`src/source/blimp_pkg.sv`:
```
/* Shared definitions for the blimp core.
   Holds the opcode encoding, instruction field positions and datapath
   widths. RTL units and the testbench pull these in by wildcard import. */
package blimp_pkg;

  // ----------------------------------------
  // Datapath widths
  // ----------------------------------------
  localparam int xlen          = 32;
  localparam int inst_bits     = 32;
  localparam int num_regs      = 8;
  localparam int reg_addr_bits = 3;
  localparam int pc_bits       = 32;
  localparam int imm_bits      = 16;

  // PC steps one word per instruction
  localparam logic [pc_bits-1:0] pc_step = 32'd4;

  // ----------------------------------------
  // Instruction fields
  // ----------------------------------------
  localparam int op_msb  = 31;
  localparam int op_lsb  = 28;
  localparam int rd_msb  = 27;
  localparam int rd_lsb  = 25;
  localparam int rs1_msb = 24;
  localparam int rs1_lsb = 22;
  localparam int rs2_msb = 21;
  localparam int rs2_lsb = 19;
  localparam int imm_msb = 15;
  localparam int imm_lsb = 0;

  // Opcode field values
  typedef enum logic [3:0] {
    op_nop  = 4'h0,
    op_add  = 4'h1,
    op_addi = 4'h2,
    op_mul  = 4'h3
  } blimp_op_e;

  // Undefined encodings fall back to nop
  function automatic blimp_op_e decode_op(input logic [3:0] bits);
    case (bits)
      4'h1:    return op_add;
      4'h2:    return op_addi;
      4'h3:    return op_mul;
      default: return op_nop;
    endcase
  endfunction

endpackage
```
`src/source/blimp_intf.sv`:
```
/* Interfaces between the units of the blimp core.
   Fetch to decode has a valid/ready handshake; the execute and commit
   paths carry a one-cycle valid strobe with no back-pressure. */

// ----------------------------------------
// Fetch to decode
// ----------------------------------------
interface f_d_intf import blimp_pkg::*; ();
  logic                 val;
  logic                 rdy;
  logic [inst_bits-1:0] inst;
  logic [pc_bits-1:0]   pc;

  modport fetch  (output val, inst, pc, input rdy);
  modport decode (input val, inst, pc, output rdy);
endinterface

// ----------------------------------------
// Decode to execute
// ----------------------------------------
interface d_x_intf import blimp_pkg::*; #(
  parameter int p_seq_num_bits = 3
) ();
  logic                      val;
  blimp_op_e                 op;
  logic [xlen-1:0]           op1;
  logic [xlen-1:0]           op2;
  logic [reg_addr_bits-1:0]  waddr;
  logic                      wen;
  logic [p_seq_num_bits-1:0] seq_num;
  logic [pc_bits-1:0]        pc;

  modport issue (output val, op, op1, op2, waddr, wen, seq_num, pc);
  modport exec  (input val, op, op1, op2, waddr, wen, seq_num, pc);
endinterface

// ----------------------------------------
// Execute to writeback
// ----------------------------------------
interface x_w_intf import blimp_pkg::*; #(
  parameter int p_seq_num_bits = 3
) ();
  logic                      val;
  logic [xlen-1:0]           wdata;
  logic [reg_addr_bits-1:0]  waddr;
  logic                      wen;
  logic [p_seq_num_bits-1:0] seq_num;
  logic [pc_bits-1:0]        pc;

  modport exec   (output val, wdata, waddr, wen, seq_num, pc);
  modport commit (input val, wdata, waddr, wen, seq_num, pc);
endinterface

// In-order retirement, also copied to the trace port
interface commit_intf import blimp_pkg::*; ();
  logic                     val;
  logic [pc_bits-1:0]       pc;
  logic [reg_addr_bits-1:0] waddr;
  logic [xlen-1:0]          wdata;
  logic                     wen;

  modport producer (output val, pc, waddr, wdata, wen);
  modport consumer (input val, pc, waddr, wdata, wen);
endinterface

```
`src/source/blimp_core.sv`:
```
/* Top level of the blimp core. Wires fetch, decode-issue, ALU,
   multiplier and writeback-commit together, with plain ports for
   instruction memory and the commit trace. */
module blimp_core #(
  parameter int p_seq_num_bits = 3,
  parameter int p_mul_stages   = 4
) (
  input  logic        clk,
  input  logic        rst_n,

  // ----------------------------------------
  // Instruction memory
  // ----------------------------------------
  output logic [31:0] imem_addr,
  input  logic [31:0] imem_data,

  // ----------------------------------------
  // Commit trace
  // ----------------------------------------
  output logic        trace_val,
  output logic [31:0] trace_pc,
  output logic [2:0]  trace_waddr,
  output logic [31:0] trace_wdata,
  output logic        trace_wen
);

  // Unit-to-unit links
  f_d_intf f_d_i ();
  d_x_intf #(.p_seq_num_bits(p_seq_num_bits)) alu_issue_i ();
  d_x_intf #(.p_seq_num_bits(p_seq_num_bits)) mul_issue_i ();
  x_w_intf #(.p_seq_num_bits(p_seq_num_bits)) alu_result_i ();
  x_w_intf #(.p_seq_num_bits(p_seq_num_bits)) mul_result_i ();
  commit_intf commit_i ();

  fetch_unit fetch_unit_i (
    .clk       (clk),
    .rst_n     (rst_n),
    .imem_addr (imem_addr),
    .imem_data (imem_data),
    .f_d       (f_d_i)
  );

  decode_issue_unit #(
    .p_seq_num_bits (p_seq_num_bits)
  ) decode_issue_unit_i (
    .clk    (clk),
    .rst_n  (rst_n),
    .f_d    (f_d_i),
    .alu    (alu_issue_i),
    .mul    (mul_issue_i),
    .commit (commit_i)
  );

  alu_unit alu_unit_i (
    .clk    (clk),
    .rst_n  (rst_n),
    .issue  (alu_issue_i),
    .result (alu_result_i)
  );

  mul_unit #(
    .p_mul_stages (p_mul_stages)
  ) mul_unit_i (
    .clk    (clk),
    .rst_n  (rst_n),
    .issue  (mul_issue_i),
    .result (mul_result_i)
  );

  writeback_commit_unit #(
    .p_seq_num_bits (p_seq_num_bits)
  ) writeback_commit_unit_i (
    .clk    (clk),
    .rst_n  (rst_n),
    .alu    (alu_result_i),
    .mul    (mul_result_i),
    .commit (commit_i)
  );

  // Retirement stream goes straight out as the trace
  assign trace_val   = commit_i.val;
  assign trace_pc    = commit_i.pc;
  assign trace_waddr = commit_i.waddr;
  assign trace_wdata = commit_i.wdata;
  assign trace_wen   = commit_i.wen;

endmodule

```
`src/source/writeback_commit_unit.sv`:
```
/* Writeback and commit. Results land in a reorder buffer indexed by
   sequence number, in any order; the head entry retires once filled,
   one per cycle, on the commit interface. */
module writeback_commit_unit import blimp_pkg::*; #(
  parameter int p_seq_num_bits = 3
) (
  input  logic         clk,
  input  logic         rst_n,
  x_w_intf.commit      alu,
  x_w_intf.commit      mul,
  commit_intf.producer commit
);

  localparam int rob_depth = 1 << p_seq_num_bits;

  // ----------------------------------------
  // Reorder buffer storage
  // ----------------------------------------
  logic [rob_depth-1:0]      filled;
  logic [rob_depth-1:0]      rob_wen;
  logic [pc_bits-1:0]        rob_pc    [rob_depth];
  logic [reg_addr_bits-1:0]  rob_waddr [rob_depth];
  logic [xlen-1:0]           rob_wdata [rob_depth];
  logic [p_seq_num_bits-1:0] head;
  logic                      head_ready;

  assign head_ready = filled[head];

  // Fill flags, head pointer, commit strobe
  always_ff @(posedge clk) begin
    if (!rst_n) begin
      filled     <= '0;
      head       <= '0;
      commit.val <= 1'b0;
    end else begin
      commit.val <= head_ready;
      if (head_ready) begin
        filled[head] <= 1'b0;
        head         <= head + 1'b1;
      end
      // Two write ports, never the same entry
      if (alu.val) begin
        filled[alu.seq_num] <= 1'b1;
      end
      if (mul.val) begin
        filled[mul.seq_num] <= 1'b1;
      end
    end
  end

  // ----------------------------------------
  // Entry payload
  // ----------------------------------------
  always_ff @(posedge clk) begin
    if (alu.val) begin
      rob_pc[alu.seq_num]    <= alu.pc;
      rob_waddr[alu.seq_num] <= alu.waddr;
      rob_wdata[alu.seq_num] <= alu.wdata;
      rob_wen[alu.seq_num]   <= alu.wen;
    end
    if (mul.val) begin
      rob_pc[mul.seq_num]    <= mul.pc;
      rob_waddr[mul.seq_num] <= mul.waddr;
      rob_wdata[mul.seq_num] <= mul.wdata;
      rob_wen[mul.seq_num]   <= mul.wen;
    end
  end

  // Commit payload, held until the next retirement
  always_ff @(posedge clk) begin
    if (head_ready) begin
      commit.pc    <= rob_pc[head];
      commit.waddr <= rob_waddr[head];
      commit.wdata <= rob_wdata[head];
      // Keeps r0 at zero
      commit.wen   <= rob_wen[head] && (rob_waddr[head] != '0);
    end
  end

endmodule

```
`src/source/mul_unit.sv`:
```
/* Pipelined multiplier. Product and tags move down a shift pipeline
   p_mul_stages deep, so a new multiply may enter every cycle and the
   result appears p_mul_stages cycles after issue. */
module mul_unit import blimp_pkg::*; #(
  parameter int p_mul_stages = 4
) (
  input  logic  clk,
  input  logic  rst_n,
  d_x_intf.exec issue,
  x_w_intf.exec result
);

  // Tag width comes from the interface
  localparam int seq_bits = $bits(issue.seq_num);

  logic [p_mul_stages-1:0]  val_q;
  logic [p_mul_stages-1:0]  wen_q;
  logic [xlen-1:0]          prod_q  [p_mul_stages];
  logic [reg_addr_bits-1:0] waddr_q [p_mul_stages];
  logic [seq_bits-1:0]      seq_q   [p_mul_stages];
  logic [pc_bits-1:0]       pc_q    [p_mul_stages];

  // ----------------------------------------
  // Valid pipeline
  // ----------------------------------------
  always_ff @(posedge clk) begin
    if (!rst_n) begin
      val_q <= '0;
    end else begin
      val_q[0] <= issue.val;
      for (int s = 1; s < p_mul_stages; s++) begin
        val_q[s] <= val_q[s-1];
      end
    end
  end

  // Payload shifts every cycle
  always_ff @(posedge clk) begin
    // Lower xlen bits of the product only
    prod_q[0]  <= issue.op1 * issue.op2;
    wen_q[0]   <= issue.wen;
    waddr_q[0] <= issue.waddr;
    seq_q[0]   <= issue.seq_num;
    pc_q[0]    <= issue.pc;
    for (int s = 1; s < p_mul_stages; s++) begin
      prod_q[s]  <= prod_q[s-1];
      wen_q[s]   <= wen_q[s-1];
      waddr_q[s] <= waddr_q[s-1];
      seq_q[s]   <= seq_q[s-1];
      pc_q[s]    <= pc_q[s-1];
    end
  end

  // Last stage drives writeback
  assign result.val     = val_q[p_mul_stages-1];
  assign result.wdata   = prod_q[p_mul_stages-1];
  assign result.wen     = wen_q[p_mul_stages-1];
  assign result.waddr   = waddr_q[p_mul_stages-1];
  assign result.seq_num = seq_q[p_mul_stages-1];
  assign result.pc      = pc_q[p_mul_stages-1];

endmodule

```
`src/source/alu_unit.sv`:
```
/* Single-cycle ALU for add, add-immediate and nop.
   The result and its tags reach writeback one cycle after issue. */
module alu_unit import blimp_pkg::*; (
  input  logic  clk,
  input  logic  rst_n,
  d_x_intf.exec issue,
  x_w_intf.exec result
);

  logic is_nop;

  assign is_nop = (issue.op == op_nop);

  // Strobe only
  always_ff @(posedge clk) begin
    if (!rst_n) begin
      result.val <= 1'b0;
    end else begin
      result.val <= issue.val;
    end
  end

  // ----------------------------------------
  // Result and tags
  // ----------------------------------------
  always_ff @(posedge clk) begin
    if (issue.val) begin
      // addi arrives with op2 already sign-extended
      result.wdata   <= is_nop ? '0 : issue.op1 + issue.op2;
      result.wen     <= issue.wen && !is_nop;
      result.waddr   <= issue.waddr;
      result.seq_num <= issue.seq_num;
      result.pc      <= issue.pc;
    end
  end

endmodule

```
`src/source/decode_issue_unit.sv`:
```
/* Decode and issue. Decodes the fetched word, reads operands from the
   committed register file, stalls on hazards through a scoreboard and
   routes each instruction to the ALU or the multiplier one cycle later. */
module decode_issue_unit import blimp_pkg::*; #(
  parameter int p_seq_num_bits = 3
) (
  input  logic         clk,
  input  logic         rst_n,
  f_d_intf.decode      f_d,
  d_x_intf.issue       alu,
  d_x_intf.issue       mul,
  commit_intf.consumer commit
);

  // Decoded fields
  blimp_op_e                op;
  logic [reg_addr_bits-1:0] rd;
  logic [reg_addr_bits-1:0] rs1;
  logic [reg_addr_bits-1:0] rs2;
  logic [imm_bits-1:0]      imm;
  logic                     uses_rs1;
  logic                     uses_rs2;
  logic                     writes_rd;

  // Register file and operands
  logic [xlen-1:0] rf [num_regs];
  logic [xlen-1:0] rs1_data;
  logic [xlen-1:0] rs2_data;
  logic [xlen-1:0] imm_sext;

  // Scoreboard and sequence tracking
  logic [num_regs-1:0]       pending;
  logic [p_seq_num_bits-1:0] writer_seq [num_regs];
  logic [p_seq_num_bits-1:0] tail_seq;
  logic [p_seq_num_bits-1:0] head_seq;
  logic [p_seq_num_bits:0]   in_flight;

  logic raw_hazard;
  logic commit_hazard;
  logic rob_full;
  logic accept;

  // Issue registers shared by both pipes
  logic                      alu_val_q;
  logic                      mul_val_q;
  blimp_op_e                 op_q;
  logic [xlen-1:0]           op1_q;
  logic [xlen-1:0]           op2_q;
  logic [reg_addr_bits-1:0]  waddr_q;
  logic                      wen_q;
  logic [p_seq_num_bits-1:0] seq_q;
  logic [pc_bits-1:0]        pc_q;

  // ----------------------------------------
  // Decode
  // ----------------------------------------
  assign op        = decode_op(f_d.inst[op_msb:op_lsb]);
  assign rd        = f_d.inst[rd_msb:rd_lsb];
  assign rs1       = f_d.inst[rs1_msb:rs1_lsb];
  assign rs2       = f_d.inst[rs2_msb:rs2_lsb];
  assign imm       = f_d.inst[imm_msb:imm_lsb];
  assign imm_sext  = {{(xlen - imm_bits){imm[imm_bits-1]}}, imm};
  // addi and nop never look at rs2
  assign uses_rs1  = (op != op_nop);
  assign uses_rs2  = (op == op_add) || (op == op_mul);
  // No tracking for r0 targets
  assign writes_rd = (op != op_nop) && (rd != '0);

  // r0 reads as zero
  assign rs1_data  = (rs1 == '0) ? '0 : rf[rs1];
  assign rs2_data  = (rs2 == '0) ? '0 : rf[rs2];

  // ----------------------------------------
  // Stall logic
  // ----------------------------------------
  assign raw_hazard    = (uses_rs1 && pending[rs1]) || (uses_rs2 && pending[rs2]);
  // Register file not yet updated in the commit cycle
  assign commit_hazard = commit.val && commit.wen &&
                         ((uses_rs1 && (commit.waddr == rs1)) ||
                          (uses_rs2 && (commit.waddr == rs2)));
  // Count reaches exactly the depth when full
  assign rob_full      = in_flight[p_seq_num_bits];
  assign f_d.rdy       = !(raw_hazard || commit_hazard || rob_full);
  assign accept        = f_d.val && f_d.rdy;

  // Written at the commit edge
  always_ff @(posedge clk) begin
    if (commit.val && commit.wen) begin
      rf[commit.waddr] <= commit.wdata;
    end
  end

  // ----------------------------------------
  // Scoreboard, counters, issue strobes
  // ----------------------------------------
  always_ff @(posedge clk) begin
    if (!rst_n) begin
      pending   <= '0;
      tail_seq  <= '0;
      head_seq  <= '0;
      in_flight <= '0;
      alu_val_q <= 1'b0;
      mul_val_q <= 1'b0;
    end else begin
      // Commits arrive in order, so head_seq names the retiring entry
      if (commit.val) begin
        head_seq <= head_seq + 1'b1;
        for (int r = 0; r < num_regs; r++) begin
          if (pending[r] && (writer_seq[r] == head_seq)) begin
            pending[r] <= 1'b0;
          end
        end
      end
      // Younger writer wins over a same-cycle clear
      if (accept) begin
        tail_seq <= tail_seq + 1'b1;
        if (writes_rd) begin
          pending[rd] <= 1'b1;
        end
      end
      case ({accept, commit.val})
        2'b10:   in_flight <= in_flight + 1'b1;
        2'b01:   in_flight <= in_flight - 1'b1;
        default: in_flight <= in_flight;
      endcase
      alu_val_q <= accept && (op != op_mul);
      mul_val_q <= accept && (op == op_mul);
    end
  end

  // Youngest writer per register
  always_ff @(posedge clk) begin
    if (accept && writes_rd) begin
      writer_seq[rd] <= tail_seq;
    end
  end

  // Operand capture, immediate already extended
  always_ff @(posedge clk) begin
    if (accept) begin
      op_q    <= op;
      op1_q   <= rs1_data;
      op2_q   <= (op == op_addi) ? imm_sext : rs2_data;
      waddr_q <= rd;
      wen_q   <= writes_rd;
      seq_q   <= tail_seq;
      pc_q    <= f_d.pc;
    end
  end

  // ----------------------------------------
  // Issue ports
  // ----------------------------------------
  assign alu.val     = alu_val_q;
  assign alu.op      = op_q;
  assign alu.op1     = op1_q;
  assign alu.op2     = op2_q;
  assign alu.waddr   = waddr_q;
  assign alu.wen     = wen_q;
  assign alu.seq_num = seq_q;
  assign alu.pc      = pc_q;

  assign mul.val     = mul_val_q;
  assign mul.op      = op_q;
  assign mul.op1     = op1_q;
  assign mul.op2     = op2_q;
  assign mul.waddr   = waddr_q;
  assign mul.wen     = wen_q;
  assign mul.seq_num = seq_q;
  assign mul.pc      = pc_q;

endmodule

```
`src/source/fetch_unit.sv`:
```
/* Fetch unit. Holds the program counter, presents it to instruction
   memory and hands the returned word to decode together with its pc. */
module fetch_unit import blimp_pkg::*; (
  input  logic                 clk,
  input  logic                 rst_n,

  // Instruction memory, data returns in the same cycle
  output logic [pc_bits-1:0]   imem_addr,
  input  logic [inst_bits-1:0] imem_data,

  f_d_intf.fetch               f_d
);

  logic [pc_bits-1:0] pc;
  logic               val_q;
  logic               xfer;

  // Handshake with decode
  assign xfer = f_d.val && f_d.rdy;

  // ----------------------------------------
  // PC register
  // ----------------------------------------
  always_ff @(posedge clk) begin
    if (!rst_n) begin
      pc    <= '0;
      val_q <= 1'b0;
    end else begin
      // Always something to offer once out of reset
      val_q <= 1'b1;
      // Hold pc while decode stalls
      if (xfer) begin
        pc <= pc + pc_step;
      end
    end
  end

  // ----------------------------------------
  // Outputs
  // ----------------------------------------
  assign imem_addr = pc;

  // Memory word is stable while pc is held
  assign f_d.val   = val_q;
  assign f_d.inst  = imem_data;
  assign f_d.pc    = pc;

endmodule

```
`config.mk`:
```
export PLATFORM = sky130hd
export DESIGN_NAME = blimp_core
export DESIGN_NICKNAME = d
export VERILOG_FILES = /design/src/source/blimp_pkg.sv /design/src/source/blimp_intf.sv /design/src/source/blimp_core.sv /design/src/source/writeback_commit_unit.sv /design/src/source/mul_unit.sv /design/src/source/alu_unit.sv /design/src/source/decode_issue_unit.sv /design/src/source/fetch_unit.sv
export SDC_FILE = /design/constraint.sdc
export NUM_CORES = 2
export LEC_CHECK = 0
export ABC_AREA = 0
export ABC_CLOCK_PERIOD_IN_PS = 8590
export BUFFER_PORTS_ARGS = -buffer_cell sky130_fd_sc_hd__buf_2
export CAP_MARGIN = 25
export CORE_MARGIN = 1
export CORE_UTILIZATION = 64
export DETAILED_ROUTE_END_ITERATION = 10
export GPL_ROUTABILITY_DRIVEN = 0
export PLACE_DENSITY = 0.81
export SYNTH_ARGS = -nofsm -noshare
export SYNTH_HDL_FRONTEND = slang
export SYNTH_HIERARCHICAL = 1
export SYNTH_SLANG_ARGS = --single-unit
export TNS_END_PERCENT = 1
```
`constraint.sdc`:
```
create_clock -name clk -period 8.59 [get_ports clk]
set_input_delay 0.859 -clock clk [delete_from_list [all_inputs] [get_ports clk]]
set_output_delay 0.859 -clock clk [all_outputs]
set_load 0.1 [all_outputs]
```
Word level (Yosys, flattened, before mapping)
Memories as Yosys holds them, arrays and structs flattened. A register that Yosys moved wholly into a read port is not among the register bits.
Cells that the tools add are included.
{"block": "op_classes", "n_addsub": 7, "mul": 1, "magnitude_cmp": 10, "n_eq_ne": 19, "n_mux": 52, "bitwise_logic": 5, "n_reduce_logical": 39}
{"cell": "$mux W8", "count": 11}
{"cell": "$mux W32", "count": 2}
{"cell": "$add A32 B3 Y32 const B", "count": 1}
{"cell": "$add A32 B32 Y32", "count": 1}
{"cell": "$mul A32 B32 Y32", "count": 1}
{"cell": "$eq A3 B3 Y1", "count": 10}
{"cell": "$logic_and A1 B1 Y1", "count": 25}
{"cell": "$mux W1", "count": 25}
{"cell": "$lt A3 B4 Y1 const B", "count": 6}
{"cell": "$or A8 B8 Y8", "count": 3}
{"cell": "$bwmux W8", "count": 2}
{"cell": "$bmux W1 S3", "count": 4}
{"cell": "$demux W1 S3", "count": 4}
{"cell": "$ge A3 B1 Y1 const B", "count": 4}
{"cell": "$add A3 B1 Y3 const B", "count": 3}
{"cell": "$and A8 B8 Y8", "count": 1}
{"cell": "$eq A4 B2 Y1 const B", "count": 2}
{"cell": "$not A8 Y8", "count": 1}
{"cell": "$pmux W4 S2", "count": 1}
{"cell": "$eq A2 B2 Y1 const B", "count": 3}
{"cell": "$logic_not A3 Y1", "count": 2}
{"cell": "$mux W3", "count": 2}
{"cell": "$pmux W2 S3", "count": 1}
{"cell": "$reduce_bool A3 Y1", "count": 2}
{"cell": "other kinds (10)", "count": 16}
{"block": "totals", "regBits": 232, "ram_bits": 1096, "input_bits": 34, "wordCells": 170, "mem_count": 9}
{"memory": "decode_issue_unit_i.rf", "depth": 8, "word_bits": 32, "read_ports": 2, "rd_ports_with_merged_regs": 1, "write_ports": 1, "line_no": "decode_issue_unit.sv:26", "source": "logic [xlen-1:0] rf [num_regs];"}
{"memory": "writeback_commit_unit_i.rob_pc", "depth": 8, "word_bits": 32, "read_ports": 1, "rd_ports_with_merged_regs": 1, "write_ports": 2, "line_no": "writeback_commit_unit.sv:21", "source": "logic [pc_bits-1:0] rob_pc [rob_depth];"}
{"memory": "writeback_commit_unit_i.rob_wdata", "depth": 8, "word_bits": 32, "read_ports": 1, "rd_ports_with_merged_regs": 1, "write_ports": 2, "line_no": "writeback_commit_unit.sv:23", "source": "logic [xlen-1:0] rob_wdata [rob_depth];"}
{"memory": "mul_unit_i.pc_q", "depth": 4, "word_bits": 32, "read_ports": 4, "rd_ports_with_merged_regs": 0, "write_ports": 4, "line_no": "mul_unit.sv:21", "source": "logic [pc_bits-1:0] pc_q [p_mul_stages];"}
{"memory": "mul_unit_i.prod_q", "depth": 4, "word_bits": 32, "read_ports": 4, "rd_ports_with_merged_regs": 0, "write_ports": 4, "line_no": "mul_unit.sv:18", "source": "logic [xlen-1:0] prod_q [p_mul_stages];"}
{"memory": "decode_issue_unit_i.writer_seq", "depth": 8, "word_bits": 3, "read_ports": 8, "rd_ports_with_merged_regs": 0, "write_ports": 1, "line_no": "decode_issue_unit.sv:33", "source": "logic [p_seq_num_bits-1:0] writer_seq [num_regs];"}
{"memory": "+3 memories"}

Depth between registers and ports, before layout
{"block": "depth", "word_depth": 14, "mapped_depth": 27, "mapped_depth_nobuf": 24}

By module
The synthesis kept the hierarchy.
{"module": "writeback_commit_unit", "n_inst": 1, "cells_each": 1563, "area_each_um2": 29777.3}
{"module": "mul_unit", "n_inst": 1, "cells_each": 1991, "area_each_um2": 21520.6}
{"module": "decode_issue_unit", "n_inst": 1, "cells_each": 1127, "area_each_um2": 17133.9}
{"module": "alu_unit", "n_inst": 1, "cells_each": 358, "area_each_um2": 4087.7}
{"module": "fetch_unit", "n_inst": 1, "cells_each": 232, "area_each_um2": 1934.4}

Least setup slack after synthesis
No wires, ideal clock.
{"block": "synth_path", "path_type": "input port to flip-flop", "startpoint": "input imem_data[23]", "endpoint": "register decode_issue_unit_i.in_flight[3]", "setup_time_ns": 0.076, "arrival_ns": 7.769, "slack_ns": 0.745, "cell_stages": 14, "path_cell_list": "buf_4 > buf_6 > mux2_4 > or3_1 > and4_4 > nor3_2 > inv_1 > ha_1 > ha_1 > a21o_1 > a21oi_1 > xnor2_1 > or3_1 > a21boi_0"}
{"block": "synth_via", "elab_chain_cells": 10, "word_cells_on_any_way": 16}
{"element": "from (decl)", "line_no": "blimp_core.sv:15", "source": "input logic [31:0] imem_data,"}
{"element": "$bmux W1 S3 / $eq A3 B3 Y1 (equally long branches)", "line_no": "decode_issue_unit.sv:76, decode_issue_unit.sv:79"}
{"element": "$mux W1 (not written as such) / $logic_and A1 B1 Y1 (equally long branches)", "line_no": "decode_issue_unit.sv:76, decode_issue_unit.sv:79"}
{"element": "$logic_and A1 B1 Y1 / $logic_or A1 B1 Y1 (equally long branches)", "line_no": "decode_issue_unit.sv:76, decode_issue_unit.sv:79"}
{"element": "$logic_or A1 B1 Y1 / $logic_and A1 B1 Y1 (equally long branches)", "line_no": "decode_issue_unit.sv:76, decode_issue_unit.sv:78"}
{"element": "$logic_or A1 B1 Y1 * (2 in series)", "line_no": "decode_issue_unit.sv:83", "source": "assign f_d.rdy = !(raw_hazard || commit_hazard || rob_full);"}
{"element": "$logic_not A1 Y1 *", "line_no": "decode_issue_unit.sv:83"}
{"element": "$logic_and A1 B1 Y1 *", "line_no": "decode_issue_unit.sv:84", "source": "assign accept = f_d.val && f_d.rdy;"}
{"element": "$eq A2 B1 Y1 / $eq A2 B2 Y1 (equally long branches)", "line_no": "decode_issue_unit.sv:121", "source": "case ({accept, commit.val})"}
{"element": "$pmux W4 S2 / $reduce_bool A2 Y1 (equally long branches)"}
{"element": "to (signal assigned)", "line_no": "decode_issue_unit.sv:122", "source": "2'b10: in_flight <= in_flight + 1'b1;"}
{"element": "to (signal assigned)", "line_no": "decode_issue_unit.sv:123", "source": "2'b01: in_flight <= in_flight - 1'b1;"}
{"element": "to (signal assigned)", "line_no": "decode_issue_unit.sv:124", "source": "default: in_flight <= in_flight;"}
{"element": "to (decl)", "line_no": "decode_issue_unit.sv:36", "source": "logic [p_seq_num_bits:0] in_flight;"}
Every way passes the cells marked *; elsewhere a longest branch is shown, timed or not. The select of a mux whose other input is x is not followed.
A chain may end at the register's enable or synchronous reset.

==> results.py <==
metrics = {
    "detailed_routing": {
        "wirelength_um": 178000,
        "wire_per_inst_um": 26.14,
        "drt-initial-drc-count": 4451,
        "post-route-drc-count": 0,
        "first_pass_iters": 8,
        "num_vias": 42789,
        "drtAntennaViolNets": 0,
        "viasPerCell": 6.285,
    },
    "clock_network": {
        "clockBufferDepth": 3,
        "cts_setup_buffers": 0,
        "cts_tree": "built",
        "ctsRootBufferMaster": "clkbuf_16",
        "cts.sinks": 1399,
        "cts_made_buffers": 139,
        "hold_buffers": 0,
        "clock_latency_ns": 0.77,
        "htreeDepth": 4,
        "cts.clk_slew.worst_paths_ns": 0.06,
        "post_cts_resized": 0,
    },
    "synthesis": {
        "synth_area_per_cell_sq_um": 14.13,
        "syn_inst": 5264,
        "netlist_area_sq_mm": 0.07440,
        "yosysWarnings": 6,
    },
    "setup_path": {
        "critical_path_buf_inv_count": 5,
        "timing.rr.end": "mul_unit_i/prod_q[0][25]$_DFF_P_",
        "path_max_fanout": 19,
        "cp.depth": 23,
        "critPathKind": "flip-flop to flip-flop",
        "critPathLaunchType": "flip-flop",
        "critPathMaxStageDelay_ns": 1.05,
        "timing.rr.start": "decode_issue_unit_i/alu.op1[5]$_SDFFCE_PN0N_",
        "critPathSlowestCell": "edfxtp_1",
        "worstPathCellList": "buf_4, and2_1, fa_1, inv_1, fa_1, fa_1, inv_1, fa_1, ha_1, ha_1, inv_1, fa_1, inv_1, fa_1, ha_1, and3_4, nand4_1, a21oi_1, nor2_1, o31ai_1, a21o_1, a21oi_1, xnor2_1",
        "path_delay_family": "adder cells",
        "critPathCaptureType": "flip-flop",
        "crit_path_start": "decode_issue_unit_i/alu.op1[5]$_SDFFCE_PN0N_",
        "crit_top_cell": "fa_1",
        "ff2ff_setup_slack_ns": 0.98,
        "worstPathRequired_ns": 9.17,
        "ff2ff_path_depth": 23,
        "critPathArrivalTime_ns": 8.19,
        "crit_end": "mul_unit_i/prod_q[0][25]$_DFF_P_",
    },
    "final_layout": {
        "fill_cells": 7410,
        "fin_util": 0.6961,
        "multiInputGateArea_sq_mm": 0.03224,
        "drive_above_1_share": 0.2515,
        "final_area_sq_mm": 0.07992,
        "nNetsFinal": 5782,
        "area_growth_pct": 7.415,
        "regArea_sq_mm": 0.03839,
    },
    "floorplanning": {
        "core_sq_mm": 0.1148,
        "fp-row-count": 124,
        "initial_core_util": 0.6480,
        "die_w_um": 343.0,
        "dieArea_sq_mm": 0.1176,
        "dieHeight_um": 343.0,
        "ios": 135,
    },
    "sta": {
        "tightest_slew_ns": 1.148,
        "fin_crit_sh": 0.8858,
        "max_slew_margin": 0.2345,
        "maxSlewViolCount": 0,
        "hold_viol": 0,
        "setup_tns_ns": 0,
        "final-setup-viol-count": 0,
        "max_freq_ghz": 0.1314,
        "fin_skew_ns": 0.03513,
        "min_period_ns": 7.609,
        "whs_ns": 0.3102,
        "rsz0062_at_grt": "no",
    },
    "worst_hold_path": {
        "hold_class": "flip-flop to flip-flop",
    },
    "placement": {
        "dpl-instance-area_sq_mm": 0.07523,
        "port_buffers": 129,
        "place_hpwl_um": 110000,
    },
    "global_routing": {
        "grt_pass1_vias": 44860,
        "antenna_found_initial": 8,
        "grt_start_max_net_pins": 69,
        "grt_util_all_layers": 0.3097,
        "grt_pass1_wl_um": 271100,
        "grt_overflow_total": 0,
    },
    "outcome": {
        "status": "complete, no violations",
    },
    "flow_run": {
        "cap_viol_max_count": 0,
    },
}
[placed cells by master (no fill, tap or decap), types with 129 or more instances in the layout]
| master | instances |
|---|---|
| edfxtp_1 | 1036 |
| mux2_2 | 593 |
| fa_1 | 410 |
| and2_1 | 385 |
| inv_1 | 383 |
| dfxtp_1 | 359 |
| nand2_1 | 261 |
| mux4_2 | 202 |
| ha_1 | 161 |
| a21oi_1 | 145 |
| clkbuf_16 | 143 |
| nor2_1 | 129 |
[stage by stage]
stage | std cells | setup WS, ns
2_1_floorplan | 5271 | 0.7454
3_3_place_gp | 6545 | 1.165
3_5_place_dp | 6545 | 1.069
4_1_cts | 6802 | 1.041
5_1_grt | 6805 | 0.7064
6_report | 6808 | 0.9810
[worst reg2reg max path: cells and delay by family, from the launching register on]
family	cells	cell delay [ns]
adder cells (fa/ha/maj)	9	3.64
flip-flops	1	1.05
AO/OA/AOI/OAI	4	0.99
AND/OR/NAND/NOR	4	0.68
buffers and inverters	5	0.60
XOR/XNOR	1	0.50
[metal layers]
layer / GRT usage / up-vias / share of wire
met2: 0.5024 / 2158 / 0.48
met1: 0.3979 / 21792 / 0.38
li1: - / 18373 / -
met4: 0.1638 / 2 / 0.055
met3: 0.06001 / 464 / 0.086
met5: 0 / - / 0.000045
[state kept, by name (all words and copies together) (netlist names), 128 cells and up, named ones only]
signal and flops:
mul_unit_i/pc_q 128, mul_unit_i/prod_q 128, decode_issue_unit_i/rf 232, writeback_commit_unit_i/rob_pc 256, writeback_commit_unit_i/rob_wdata 256
[worst min path at each step]
stage	from	end	cells after the start
2_1_floorplan	mul_unit_i/pc_q[0][0]$_DFF_P_	mul_unit_i/pc_q[1][0]$_DFF_P_	0
3_3_place_gp	mul_unit_i/pc_q[2][24]$_DFF_P_	mul_unit_i/pc_q[3][24]$_DFF_P_	0
3_5_place_dp	mul_unit_i/prod_q[1][24]$_DFF_P_	mul_unit_i/prod_q[2][24]$_DFF_P_	0
4_1_cts	mul_unit_i/prod_q[1][15]$_DFF_P_	mul_unit_i/prod_q[2][15]$_DFF_P_	0
5_1_grt	mul_unit_i/pc_q[0][13]$_DFF_P_	mul_unit_i/pc_q[1][13]$_DFF_P_	0
6_report	mul_unit_i/prod_q[1][15]$_DFF_P_	mul_unit_i/prod_q[2][15]$_DFF_P_	0
[area by class of cell]
type	count	area share
inverters	386	0.01815
multi-input cells	3039	0.4034
well taps	1512	0.02367
flip-flops and latches	1399	0.4804
clock buffers	191	0.04941
clock inverters	66	0.008360
diodes	3	0.00009394
repair buffers	212	0.01650
Power is not shown: default switching activity piles up to over one toggle a cycle in this logic, so the estimate is an artifact.
